**src/logic/mulPipePkg.sv**
```systemverilog
/*
   shared widths, step counts and sequencer states of the multiply pipeline
   the step counts are tied to the operand width and the digit width, so
   changing one of them alone breaks the multiplier
*/
`default_nettype none

package mulPipePkg;

   // ******************************
   // data widths
   // ******************************

   // one word on dataIn; a pair is two of these on consecutive cycles
   typedef logic [15:0] operandT;
   // full 16 x 16 product, unsigned
   typedef logic [31:0] productT;
   // the running sum wraps at 40 bits and nothing flags it
   typedef logic [39:0] sumT;

   // ******************************
   // multiplier step counts
   // ******************************

   // multiplier bits retired per cycle (radix 16)
   localparam int digitWidth = 4;
   // 16 multiplier bits take four digits
   localparam int fullSteps = 4;
   // short mode only looks at the low byte of the second word
   localparam int shortSteps = 2;
   // the step counter must also hold the terminal value fullSteps
   localparam int stepWidth = $clog2(fullSteps + 1);
   typedef logic [stepWidth-1:0] stepT;

   // ******************************
   // master sequencer states
   // ******************************
   typedef enum logic [3:0] {
      idle,
      fullLoad, fullIssue, fullMul1, fullMul2, fullMul3, fullDrain,
      shortLoad, shortIssue, shortWait, shortDrain, shortReissue, shortFlush
   } masterStateT;

endpackage

`default_nettype wire

```
**src/logic/pipeMaster.sv**
```systemverilog
/*
   master sequencer that starts the load, multiply and result stages
   threeOnly is only looked at while idle; a change during a run is ignored
   there is no handshake, a firstDataInRdy pulse in a busy state is dropped
*/
`timescale 1ns/1ps
`default_nettype none

module pipeMaster (
   input  wire  Clock,
   input  wire  rstN,
   input  wire  threeOnly,
   input  wire  firstDataInRdy,
   output logic startLoad,
   output logic startMul,
   output logic startResult,
   output logic shortOp
);

   import mulPipePkg::*;

   masterStateT state;
   masterStateT nextState;

   // ******************************
   // state register
   // ******************************
   always_ff @(posedge Clock) begin
      if (!rstN) begin
         state <= idle;
      end else begin
         state <= nextState;
      end
   end

   // ******************************
   // next state and start strobes
   // ******************************

   // strobes are combinational from the state and the request, so startLoad
   // lands in the same cycle as the first word on dataIn
   always_comb begin
      nextState   = state;
      startLoad   = 1'b0;
      startMul    = 1'b0;
      startResult = 1'b0;
      case (state)
         idle: begin
            // the mode is fixed here for the whole run that follows
            if (firstDataInRdy) begin
               startLoad = 1'b1;
               nextState = threeOnly ? shortLoad : fullLoad;
            end
         end
         // full path, one pair every six cycles
         fullLoad: begin
            // second word is being captured by the loader
            nextState = fullIssue;
         end
         fullIssue: begin
            startMul  = 1'b1;
            nextState = fullMul1;
         end
         fullMul1: nextState = fullMul2;
         fullMul2: nextState = fullMul3;
         fullMul3: nextState = fullDrain;
         fullDrain: begin
            // the product is final here, and a new pair may start at once
            startResult = 1'b1;
            if (firstDataInRdy) begin
               startLoad = 1'b1;
               nextState = fullLoad;
            end else begin
               nextState = idle;
            end
         end
         // short path, loads overlap the previous multiply
         shortLoad: nextState = shortIssue;
         shortIssue: begin
            startMul  = 1'b1;
            nextState = shortWait;
         end
         shortWait: begin
            // decision point: chain another pair or flush the last product
            if (firstDataInRdy) begin
               startLoad = 1'b1;
               nextState = shortDrain;
            end else begin
               nextState = shortFlush;
            end
         end
         shortDrain: begin
            // the previous product is taken while the new B word loads
            startResult = 1'b1;
            nextState   = shortReissue;
         end
         shortReissue: begin
            startMul  = 1'b1;
            nextState = shortWait;
         end
         shortFlush: begin
            startResult = 1'b1;
            nextState   = idle;
         end
         default: nextState = idle;
      endcase
   end

   // ******************************
   // mode flag for the multiplier
   // ******************************

   // only sampled by the multiplier together with startMul
   always_comb begin
      case (state)
         shortLoad, shortIssue, shortWait,
         shortDrain, shortReissue, shortFlush: shortOp = 1'b1;
         default:                               shortOp = 1'b0;
      endcase
   end

endmodule

`default_nettype wire

```
**src/logic/operandLoader.sv**
```systemverilog
/*
   captures the two words of an operand pair from dataIn
   word A comes with startLoad and word B must follow on the very next cycle
   both words hold until the next startLoad
*/
`timescale 1ns/1ps
`default_nettype none

module operandLoader (
   input  wire               Clock,
   input  wire               rstN,
   input  wire               startLoad,
   input  mulPipePkg::operandT dataIn,
   output mulPipePkg::operandT opA,
   output mulPipePkg::operandT opB
);

   // set for one cycle after startLoad, while word B is on dataIn
   logic secondDue;

   always_ff @(posedge Clock) begin
      if (!rstN) begin
         secondDue <= 1'b0;
      end else begin
         secondDue <= startLoad;
      end
   end

   // operand registers carry payload only
   always_ff @(posedge Clock) begin
      if (startLoad) begin
         opA <= dataIn;
      end
      // B is valid from the cycle after this edge onwards
      if (secondDue) begin
         opB <= dataIn;
      end
   end

endmodule

`default_nettype wire

```
**src/logic/shiftAddMultiplier.sv**
```systemverilog
/*
   unsigned iterative multiplier, four multiplier bits per cycle
   the first digit is added on the startMul edge itself, so the product
   register is final fullSteps or shortSteps cycles after startMul
   short mode drops the upper byte of opB; product holds until the next start
*/
`timescale 1ns/1ps
`default_nettype none

module shiftAddMultiplier (
   input  wire                 Clock,
   input  wire                 rstN,
   input  wire                 startMul,
   input  wire                 shortOp,
   input  mulPipePkg::operandT opA,
   input  mulPipePkg::operandT opB,
   output mulPipePkg::productT product
);

   import mulPipePkg::*;

   // local copies, the loader may already take the next pair
   operandT mcand;
   operandT mplier;
   stepT    stepCnt;
   stepT    stepLimit;

   operandT                curA;
   logic [digitWidth-1:0]  curDigit;
   logic [1:0]             curShift;
   productT                term;

   // ******************************
   // one partial product per cycle
   // ******************************

   // on the start edge the term comes straight from the loader outputs,
   // afterwards from the latched copies at the current digit position
   always_comb begin
      if (startMul) begin
         curA     = opA;
         curDigit = opB[digitWidth-1:0];
         curShift = 2'd0;
      end else begin
         curA     = mcand;
         curShift = stepCnt[1:0];
         curDigit = mplier[digitWidth * curShift +: digitWidth];
      end
      term = (productT'(curA) * productT'(curDigit)) << (digitWidth * curShift);
   end

   // ******************************
   // step control
   // ******************************

   // idle when the counter has reached the limit for the current mode
   always_ff @(posedge Clock) begin
      if (!rstN) begin
         stepCnt   <= stepT'(fullSteps);
         stepLimit <= stepT'(fullSteps);
      end else if (startMul) begin
         stepCnt   <= stepT'(1);
         stepLimit <= shortOp ? stepT'(shortSteps) : stepT'(fullSteps);
      end else if (stepCnt != stepLimit) begin
         stepCnt <= stepCnt + stepT'(1);
      end
   end

   // ******************************
   // datapath
   // ******************************
   always_ff @(posedge Clock) begin
      if (startMul) begin
         mcand   <= opA;
         // short mode multiplies by the low byte only
         mplier  <= shortOp ? {8'h00, opB[7:0]} : opB;
         // partial sum restarts from the first digit term
         product <= term;
      end else if (stepCnt != stepLimit) begin
         product <= product + term;
      end
   end

endmodule

`default_nettype wire

```
**src/logic/resultAccumulator.sv**
```systemverilog
/*
   adds each finished product into a running 40-bit sum
   only reset clears the sum, and it wraps silently on overflow
   resultValid is high for the one cycle after startResult
*/
`timescale 1ns/1ps
`default_nettype none

module resultAccumulator (
   input  wire                 Clock,
   input  wire                 rstN,
   input  wire                 startResult,
   input  mulPipePkg::productT product,
   output mulPipePkg::sumT     resultOut,
   output logic                resultValid
);

   import mulPipePkg::*;

   // ******************************
   // running sum
   // ******************************

   // product is unsigned, so zero extension is enough
   always_ff @(posedge Clock) begin
      if (!rstN) begin
         resultOut <= '0;
      end else if (startResult) begin
         resultOut <= resultOut + sumT'(product);
      end
   end

   // ******************************
   // output strobe
   // ******************************

   // the new sum is visible in the same cycle this goes high
   always_ff @(posedge Clock) begin
      if (!rstN) begin
         resultValid <= 1'b0;
      end else begin
         resultValid <= startResult;
      end
   end

endmodule

`default_nettype wire

```
**src/logic/mulPipeTop.sv**
```systemverilog
/*
   multiply pipeline top level, sequencer plus three stages
   inTaken marks each accepted first word; B must follow on the next cycle
   results are single-cycle pulses with no back-pressure
*/
`timescale 1ns/1ps
`default_nettype none

module mulPipeTop (
   input  wire                 Clock,
   input  wire                 rstN,
   input  wire                 threeOnly,
   input  wire                 firstDataInRdy,
   input  mulPipePkg::operandT dataIn,
   output logic                inTaken,
   output mulPipePkg::sumT     resultOut,
   output logic                resultValid
);

   import mulPipePkg::*;

   // stage start strobes from the master
   logic startMul;
   logic startResult;
   logic shortOp;

   // datapath between the stages
   operandT opA;
   operandT opB;
   productT product;

   // ******************************
   // sequencer
   // ******************************

   // the load strobe doubles as the accepted-request output
   pipeMaster master (
      .Clock          (Clock),
      .rstN           (rstN),
      .threeOnly      (threeOnly),
      .firstDataInRdy (firstDataInRdy),
      .startLoad      (inTaken),
      .startMul       (startMul),
      .startResult    (startResult),
      .shortOp        (shortOp)
   );

   // ******************************
   // stages
   // ******************************
   operandLoader loader (
      .Clock     (Clock),
      .rstN      (rstN),
      .startLoad (inTaken),
      .dataIn    (dataIn),
      .opA       (opA),
      .opB       (opB)
   );

   shiftAddMultiplier multiplier (
      .Clock    (Clock),
      .rstN     (rstN),
      .startMul (startMul),
      .shortOp  (shortOp),
      .opA      (opA),
      .opB      (opB),
      .product  (product)
   );

   resultAccumulator accumulator (
      .Clock       (Clock),
      .rstN        (rstN),
      .startResult (startResult),
      .product     (product),
      .resultOut   (resultOut),
      .resultValid (resultValid)
   );

endmodule

`default_nettype wire

```
**config.mk**
```make
export PLATFORM = sky130hd
export DESIGN_NAME = mulPipeTop
export DESIGN_NICKNAME = d
export VERILOG_FILES = /design/src/logic/mulPipePkg.sv /design/src/logic/pipeMaster.sv /design/src/logic/operandLoader.sv /design/src/logic/shiftAddMultiplier.sv /design/src/logic/resultAccumulator.sv /design/src/logic/mulPipeTop.sv
export SDC_FILE = /design/constraint.sdc
export NUM_CORES = 1
export LEC_CHECK = 0
export BUFFER_PORTS_ARGS = -buffer_cell sky130_fd_sc_hd__buf_2
export CORE_UTILIZATION = 43
export DETAILED_ROUTE_END_ITERATION = 10
export GPL_TIMING_DRIVEN = 0
export PLACE_DENSITY_LB_ADDON = 0.05
export SLEW_MARGIN = 20
export SYNTH_ARGS = -nofsm -noshare
export SYNTH_HDL_FRONTEND = slang
export SYNTH_HIERARCHICAL = 1
export SYNTH_SLANG_ARGS = --single-unit
```
**constraint.sdc**
```tcl
create_clock -name Clock -period 8.4 [get_ports Clock]
set_input_delay 0.84 -clock Clock [delete_from_list [all_inputs] [get_ports Clock]]
set_output_delay 0.84 -clock Clock [all_outputs]
set_load 0.05 [all_outputs]
```
[Yosys cells after proc, flatten, opt, wreduce, memory -nomap -nowiden]
Cells that the tools add are included.
Cells by class
  div/mod/pow operators: 0
  order comparisons: 0
  shift-type cells: 2
  mux-type cells: 18
  bitwise logic cells: 1
  equal/unequal tests: 14
  $add $sub $neg: 3
  multipliers: 1
  reductions and logical operators: 8
Operators by type and width (number)
  two-way mux 32 bit: 2
  one-hot mux 4 bit (11 select lines): 1
  adder 40 x 32 -> 40 bit: 1
  adder 32 bit: 1
  left shift 20 x 4 -> 32 bit: 1
  == test 4 bit, second input constant: 5
  multiplier 16 x 4 -> 20 bit: 1
  == test 4 x 3 -> 1 bit, second input constant: 4
  two-way mux 16 bit: 1
  variable part select 16 x 5 -> 4 bit: 1
  two-way mux 3 bit: 5
  OR reduction 3 bit: 3
  == test 4 x 2 -> 1 bit, second input constant: 2
  two-way mux 4 bit: 2
  two-way mux 1 bit: 6
  OR reduction 6 bit: 1
  == test 4 x 1 -> 1 bit, second input constant: 1
  logical NOT 4 bit: 1
  OR reduction 2 bit: 2
  adder 3 x 1 -> 3 bit, second input constant: 1
  inequality test 3 bit: 1
  two-way mux 2 bit: 1
  inequality test 2 bit, second input constant: 1
  nonzero test 2 bit: 1
  inverter 1 bit: 1
Storage, ports and cells
  output and inout bits: 42
  input bits: 20
  register bits: 148
  memories kept: 0
  RAM bits: 0
  bits in read-only memories: 0
  bits in latches: 0
  word-level logic and storage cells: 60

[Logic depth before layout (Yosys ltp)]
  depth in word-level cells: 9
  gate-level depth with buffers: 33
  depth with buffers taken out: 28

[Cells and area by module]
The synthesis kept the hierarchy.
By module, submodules not included
  shiftAddMultiplier: area each 6800.3 sq um, times used 1, cells an instance 792, sequential area each 1861.8 sq um
  resultAccumulator: area each 3239.4 sq um, times used 1, cells an instance 384, sequential area each 820.8 sq um
  operandLoader: area each 987.2 sq um, times used 1, cells an instance 34, sequential area each 980.9 sq um
  pipeMaster: area each 394.1 sq um, times used 1, cells an instance 48, sequential area each 80.1 sq um

[Worst setup path after synthesis]
Ideal clock, no wire load.
  path type: reg2reg
  start point: register master.state[3]
  end point: register multiplier.product[30] (data pin)
  period minus slack after synthesis: 8089 ps
  library setup time: 262 ps
  path slack: 311 ps
  data arrival time: 7827 ps
  data required time: 8138 ps
  cell stages (with the launch flop): 31
  buffers on the path: 4
  cell sequence: dfxtp_1 > buf_6 > nor3b_1 > a21oi_1 > nor2_1 > clkbuf_1 > clkbuf_1 > buf_2 > mux2i_1 > nor2_1 > fa_1 > inv_1 > fa_1 > inv_1 > ha_1 > and2_1 > a221o_1 > a21oi_1 > mux2_2 > a311oi_4 > mux2i_1 > mux2i_1 > ha_1 > o21ai_0 > o2bb2ai_1 > a31oi_1 > or4b_4 > nand3_2 > a21boi_1 > o22ai_1 > mux2_1
Between the ends
  cells in the longest elaborated chain, start to end: 9
  elaborated cells between the ends (all ways): 13
  those cells by class: add/sub (1); mul (1); eq/ne (3); shift (1); mux (6); reduce/logical (1)
Ends and longest elaborated chain
  start: declaration: line pipeMaster.sv:22  | masterStateT state;
  start signal: assignment: line pipeMaster.sv:30  | state <= idle;
  start signal: assignment: line pipeMaster.sv:32  | state <= nextState;
  == test 4 x 2 -> 1 bit / == test 4 bit (equally long branches): line pipeMaster.sv:47  | case (state)
  OR reduction 3 bit (no line) *
  two-way mux 1 bit *: line pipeMaster.sv:47
  via startMul: line mulPipeTop.sv:23  | logic startMul;
  two-way mux 16 bit / two-way mux 4 bit (equally long branches): line shiftAddMultiplier.sv:40  | if (startMul) begin
  multiplier 16 x 4 -> 20 bit: line shiftAddMultiplier.sv:49  | term = (productT'(curA) * productT'(curDigit)) << (digitWidth * curShift);
  left shift 20 x 4 -> 32 bit: line shiftAddMultiplier.sv:49
  adder 32 bit: line shiftAddMultiplier.sv:80  | product <= product + term;
  two-way mux 32 bit: line shiftAddMultiplier.sv:79  | end else if (stepCnt != stepLimit) begin
  two-way mux 32 bit *: line shiftAddMultiplier.sv:73  | if (startMul) begin
  end signal: assignment: line shiftAddMultiplier.sv:78  | product <= term;
  end signal: assignment: line shiftAddMultiplier.sv:80
  end: declaration: line shiftAddMultiplier.sv:17  | output mulPipePkg::productT product
The timed path passes the listed nets; every way through them passes the cells marked *. The select of a mux whose other input is x is not followed.
A chain may end at the register's enable or synchronous reset.

[Worst setup path in the final report]
Same ends and word-level chain as after synthesis.

==> results.ini <==
[floorplan]
coreArea_um2 = 26060
fp.dieW_um = 165.0
rows = 59
die_y_um = 165.0
io_pins = 62
dieArea_um2 = 27220
initial_core_util_pct = 43.83

[logic_synthesis]
ys_types = 94
synth_common_cells = nand2_1 (116), nor2_1 (104), a21oi_1 (91)
yosysTopAreaCell = edfxtp_1
synth_area_um2 = 11420
avgSynthCellArea_um2 = 9.079
ys_top_cells_by_area = edfxtp_1 (21%), dfxtp_1 (12%), ha_1 (9.8%)
synth_top_area_share_pct = 21.03
yosysWarnings = 6
ys_ff_latch = 147
seq_area_frac_synth_pct = 32.78
synthFlopType = edfxtp_1
ys_async_sr_fraction_pct = 0
yosysMostFrequentCell = nand2_1
syn_inst = 1258
synth_edf_count = 80
syn_nets = 1397

[routing]
dr_total_vias = 9184
wl_met2_mm = 14.16
wl_met1_mm = 13.38
drtPass1Iterations = 5
met3_length_um = 718
drtAntennaViolNets = 0
avgViaCountPerCell = 5.444
drc_errors = 0
wl_per_cell_um = 17.10
top_layer = met4
initialDrtViolationCount = 544
routed_wl_mm = 28.85

[clock_network]
tritoncts = built
numCtsBuffers = 17
clkSinkCount = 147
clk_latency_ns = 0.44
clk_pin_slew_ns = 0.08
cts_buffer_depth = 2
root_buffer = clkbuf_16
htreeDepth = 4

[finish]
syn_to_final_growth_pct = 13.00
n_antenna_cell = 0
fin_util_pct = 49.53
final_area_um2 = 12910
layout.nets = 1478
num-fill-cells = 2470
final_layout_size_suffix_gt1_share_pct = 12.57

[setup_path]
cp_slowest_cell = or4b_4
crit_fanout = 10
end_kind = register
cp.arrival_ns = 8.08
crit_required_ns = 8.59
path_class = register to register
critPathLaunchType = register
max_stage_delay_ns = 0.61

[sta]
skew_ns = 0.01941
max_slew_margin_pct = 38.41
min_period_over_period_pct = 93.91
worst_pin_slew_ns = 0.9196
layout_min_cycle_time_ns = 7.888
rsz0062_at_grt = false
fmax_mhz = 126.8
finalWorstSetupSlack_ns = 0.5118
drv_slew = 0
finalHoldViolations = 0
setup_viol = 0

[global_route]
grt_max_degree = 19
antenna_found_initial = 0
grt_use_total_pct = 22.31
first_global_vias = 8901
grt_pass1_wl_mm = 46.47
overflow = 0

[place]
place.gp.congestion = 0.8827
placed_area_um2 = 12180
io_buffers = 61
hpwl_mm = 22.83
post-place-ws_ns = -1.300

[job]
max_cap_viol_count = 0

[min_path]
hp-class = register to register

[outcome]
status = finished, final reports clean

-- per-layer routing --
metal / up-vias / global-route usage (%)
met5: - / 0
met4: 0 / 7.131
met3: 33 / 2.687
met2: 159 / 39.46
met1: 4303 / 28.08
li1: 4689 / -
-- what timing repair did --
item / 4_1_cts / 5_1_grt
resized for setup: 14 / 18
endpoints found under the setup margin: 20 / 9
pin swaps: 1 / 1
buffers inserted: 1 / 0
hold buffers: 0 / 0
-- critical path, delay by kind of cell (launching register included) --
family / cells / cell delay (ns)
flip-flops: 1 / 0.46
AND/OR/NAND/NOR: 6 / 1.50
adder cells (fa/ha/maj): 4 / 1.77
buffers and inverters: 5 / 0.78
multiplexers: 5 / 1.40
AO/OA/AOI/OAI: 9 / 1.73
-- cells by family after synthesis --
family / after synthesis / share of synthesized area (%)
AND/OR/NAND/NOR: 410 / 17.79
flip-flops: 147 / 32.78
AO/OA/AOI/OAI: 325 / 18.83
adder cells (fa/ha/maj): 119 / 15.01
XOR/XNOR: 64 / 4.908
buffers and inverters: 134 / 5.028
multiplexers: 59 / 5.653
-- placed cells by master, fill, tap and decap left out, drive strengths merged, types with 23 or more instances in the layout --
master  count
a21o       25
a21oi      93
buf        80
clkbuf     41
dfxtp      67
edfxtp     80
fa         30
ha         89
inv        98
mux2i      51
nand2     117
nand3      32
nor2      104
nor2b      47
o21ai      79
xnor2      41
xor2       23
-- state kept, by name, indices dropped and copies added (netlist names), 3 cells and up --
name	cells
accumulator/resultOut	40
multiplier/stepCnt	3
multiplier/mcand	16
multiplier/product	32
multiplier/mplier	16
master/state	4
loader/opA	16
loader/opB	16
-- area by class of cell --
| cell class | instances | area [µm²] | area share [%] |
|---|---|---|---|
| Buffer | 42 | 244.0 | 1.890 |
| Clock buffer | 17 | 425.4 | 3.296 |
| Clock inverter | 15 | 181.4 | 1.406 |
| Inverter | 91 | 344.1 | 2.666 |
| Multi-Input combinational cell | 977 | 7208 | 55.85 |
| Sequential cell | 147 | 3744 | 29.01 |
| Tap cell | 335 | 419.2 | 3.248 |
| Timing Repair Buffer | 63 | 340.3 | 2.637 |
-- worst paths after layout --
check	startpoint	endpoint	slack, ns	cells after the start
hold reg to reg	loader/opB[7]$_DFFE_PP_	multiplier/mplier[7]$_DFFE_PP_	0.42	0
setup reg to reg	master/state[3]$_SDFFE_PN0P_	multiplier/product[30]$_DFFE_PP_	0.51	29
hold / removal	loader/opB[7]$_DFFE_PP_	multiplier/mplier[7]$_DFFE_PP_	0.42	0
setup / recovery	master/state[3]$_SDFFE_PN0P_	multiplier/product[30]$_DFFE_PP_	0.51	29
-- metrics by stage --
| stage | instances | TNS, ns | hold slack [ns] |
|---|---|---|---|
| after floorplan | 1258 | 0 | 0.4003 |
| after global placement | 1654 | -20.99 | 0.4060 |
| after detailed placement | 1655 | -12.75 | 0.4084 |
| after CTS | 1687 | 0 | 0.4236 |
| after global routing | 1687 | 0 | 0.4469 |
| final | 1687 | 0 | 0.4200 |
Power is not shown: default switching activity piles up to over one toggle a cycle in this logic, so the estimate is an artifact.
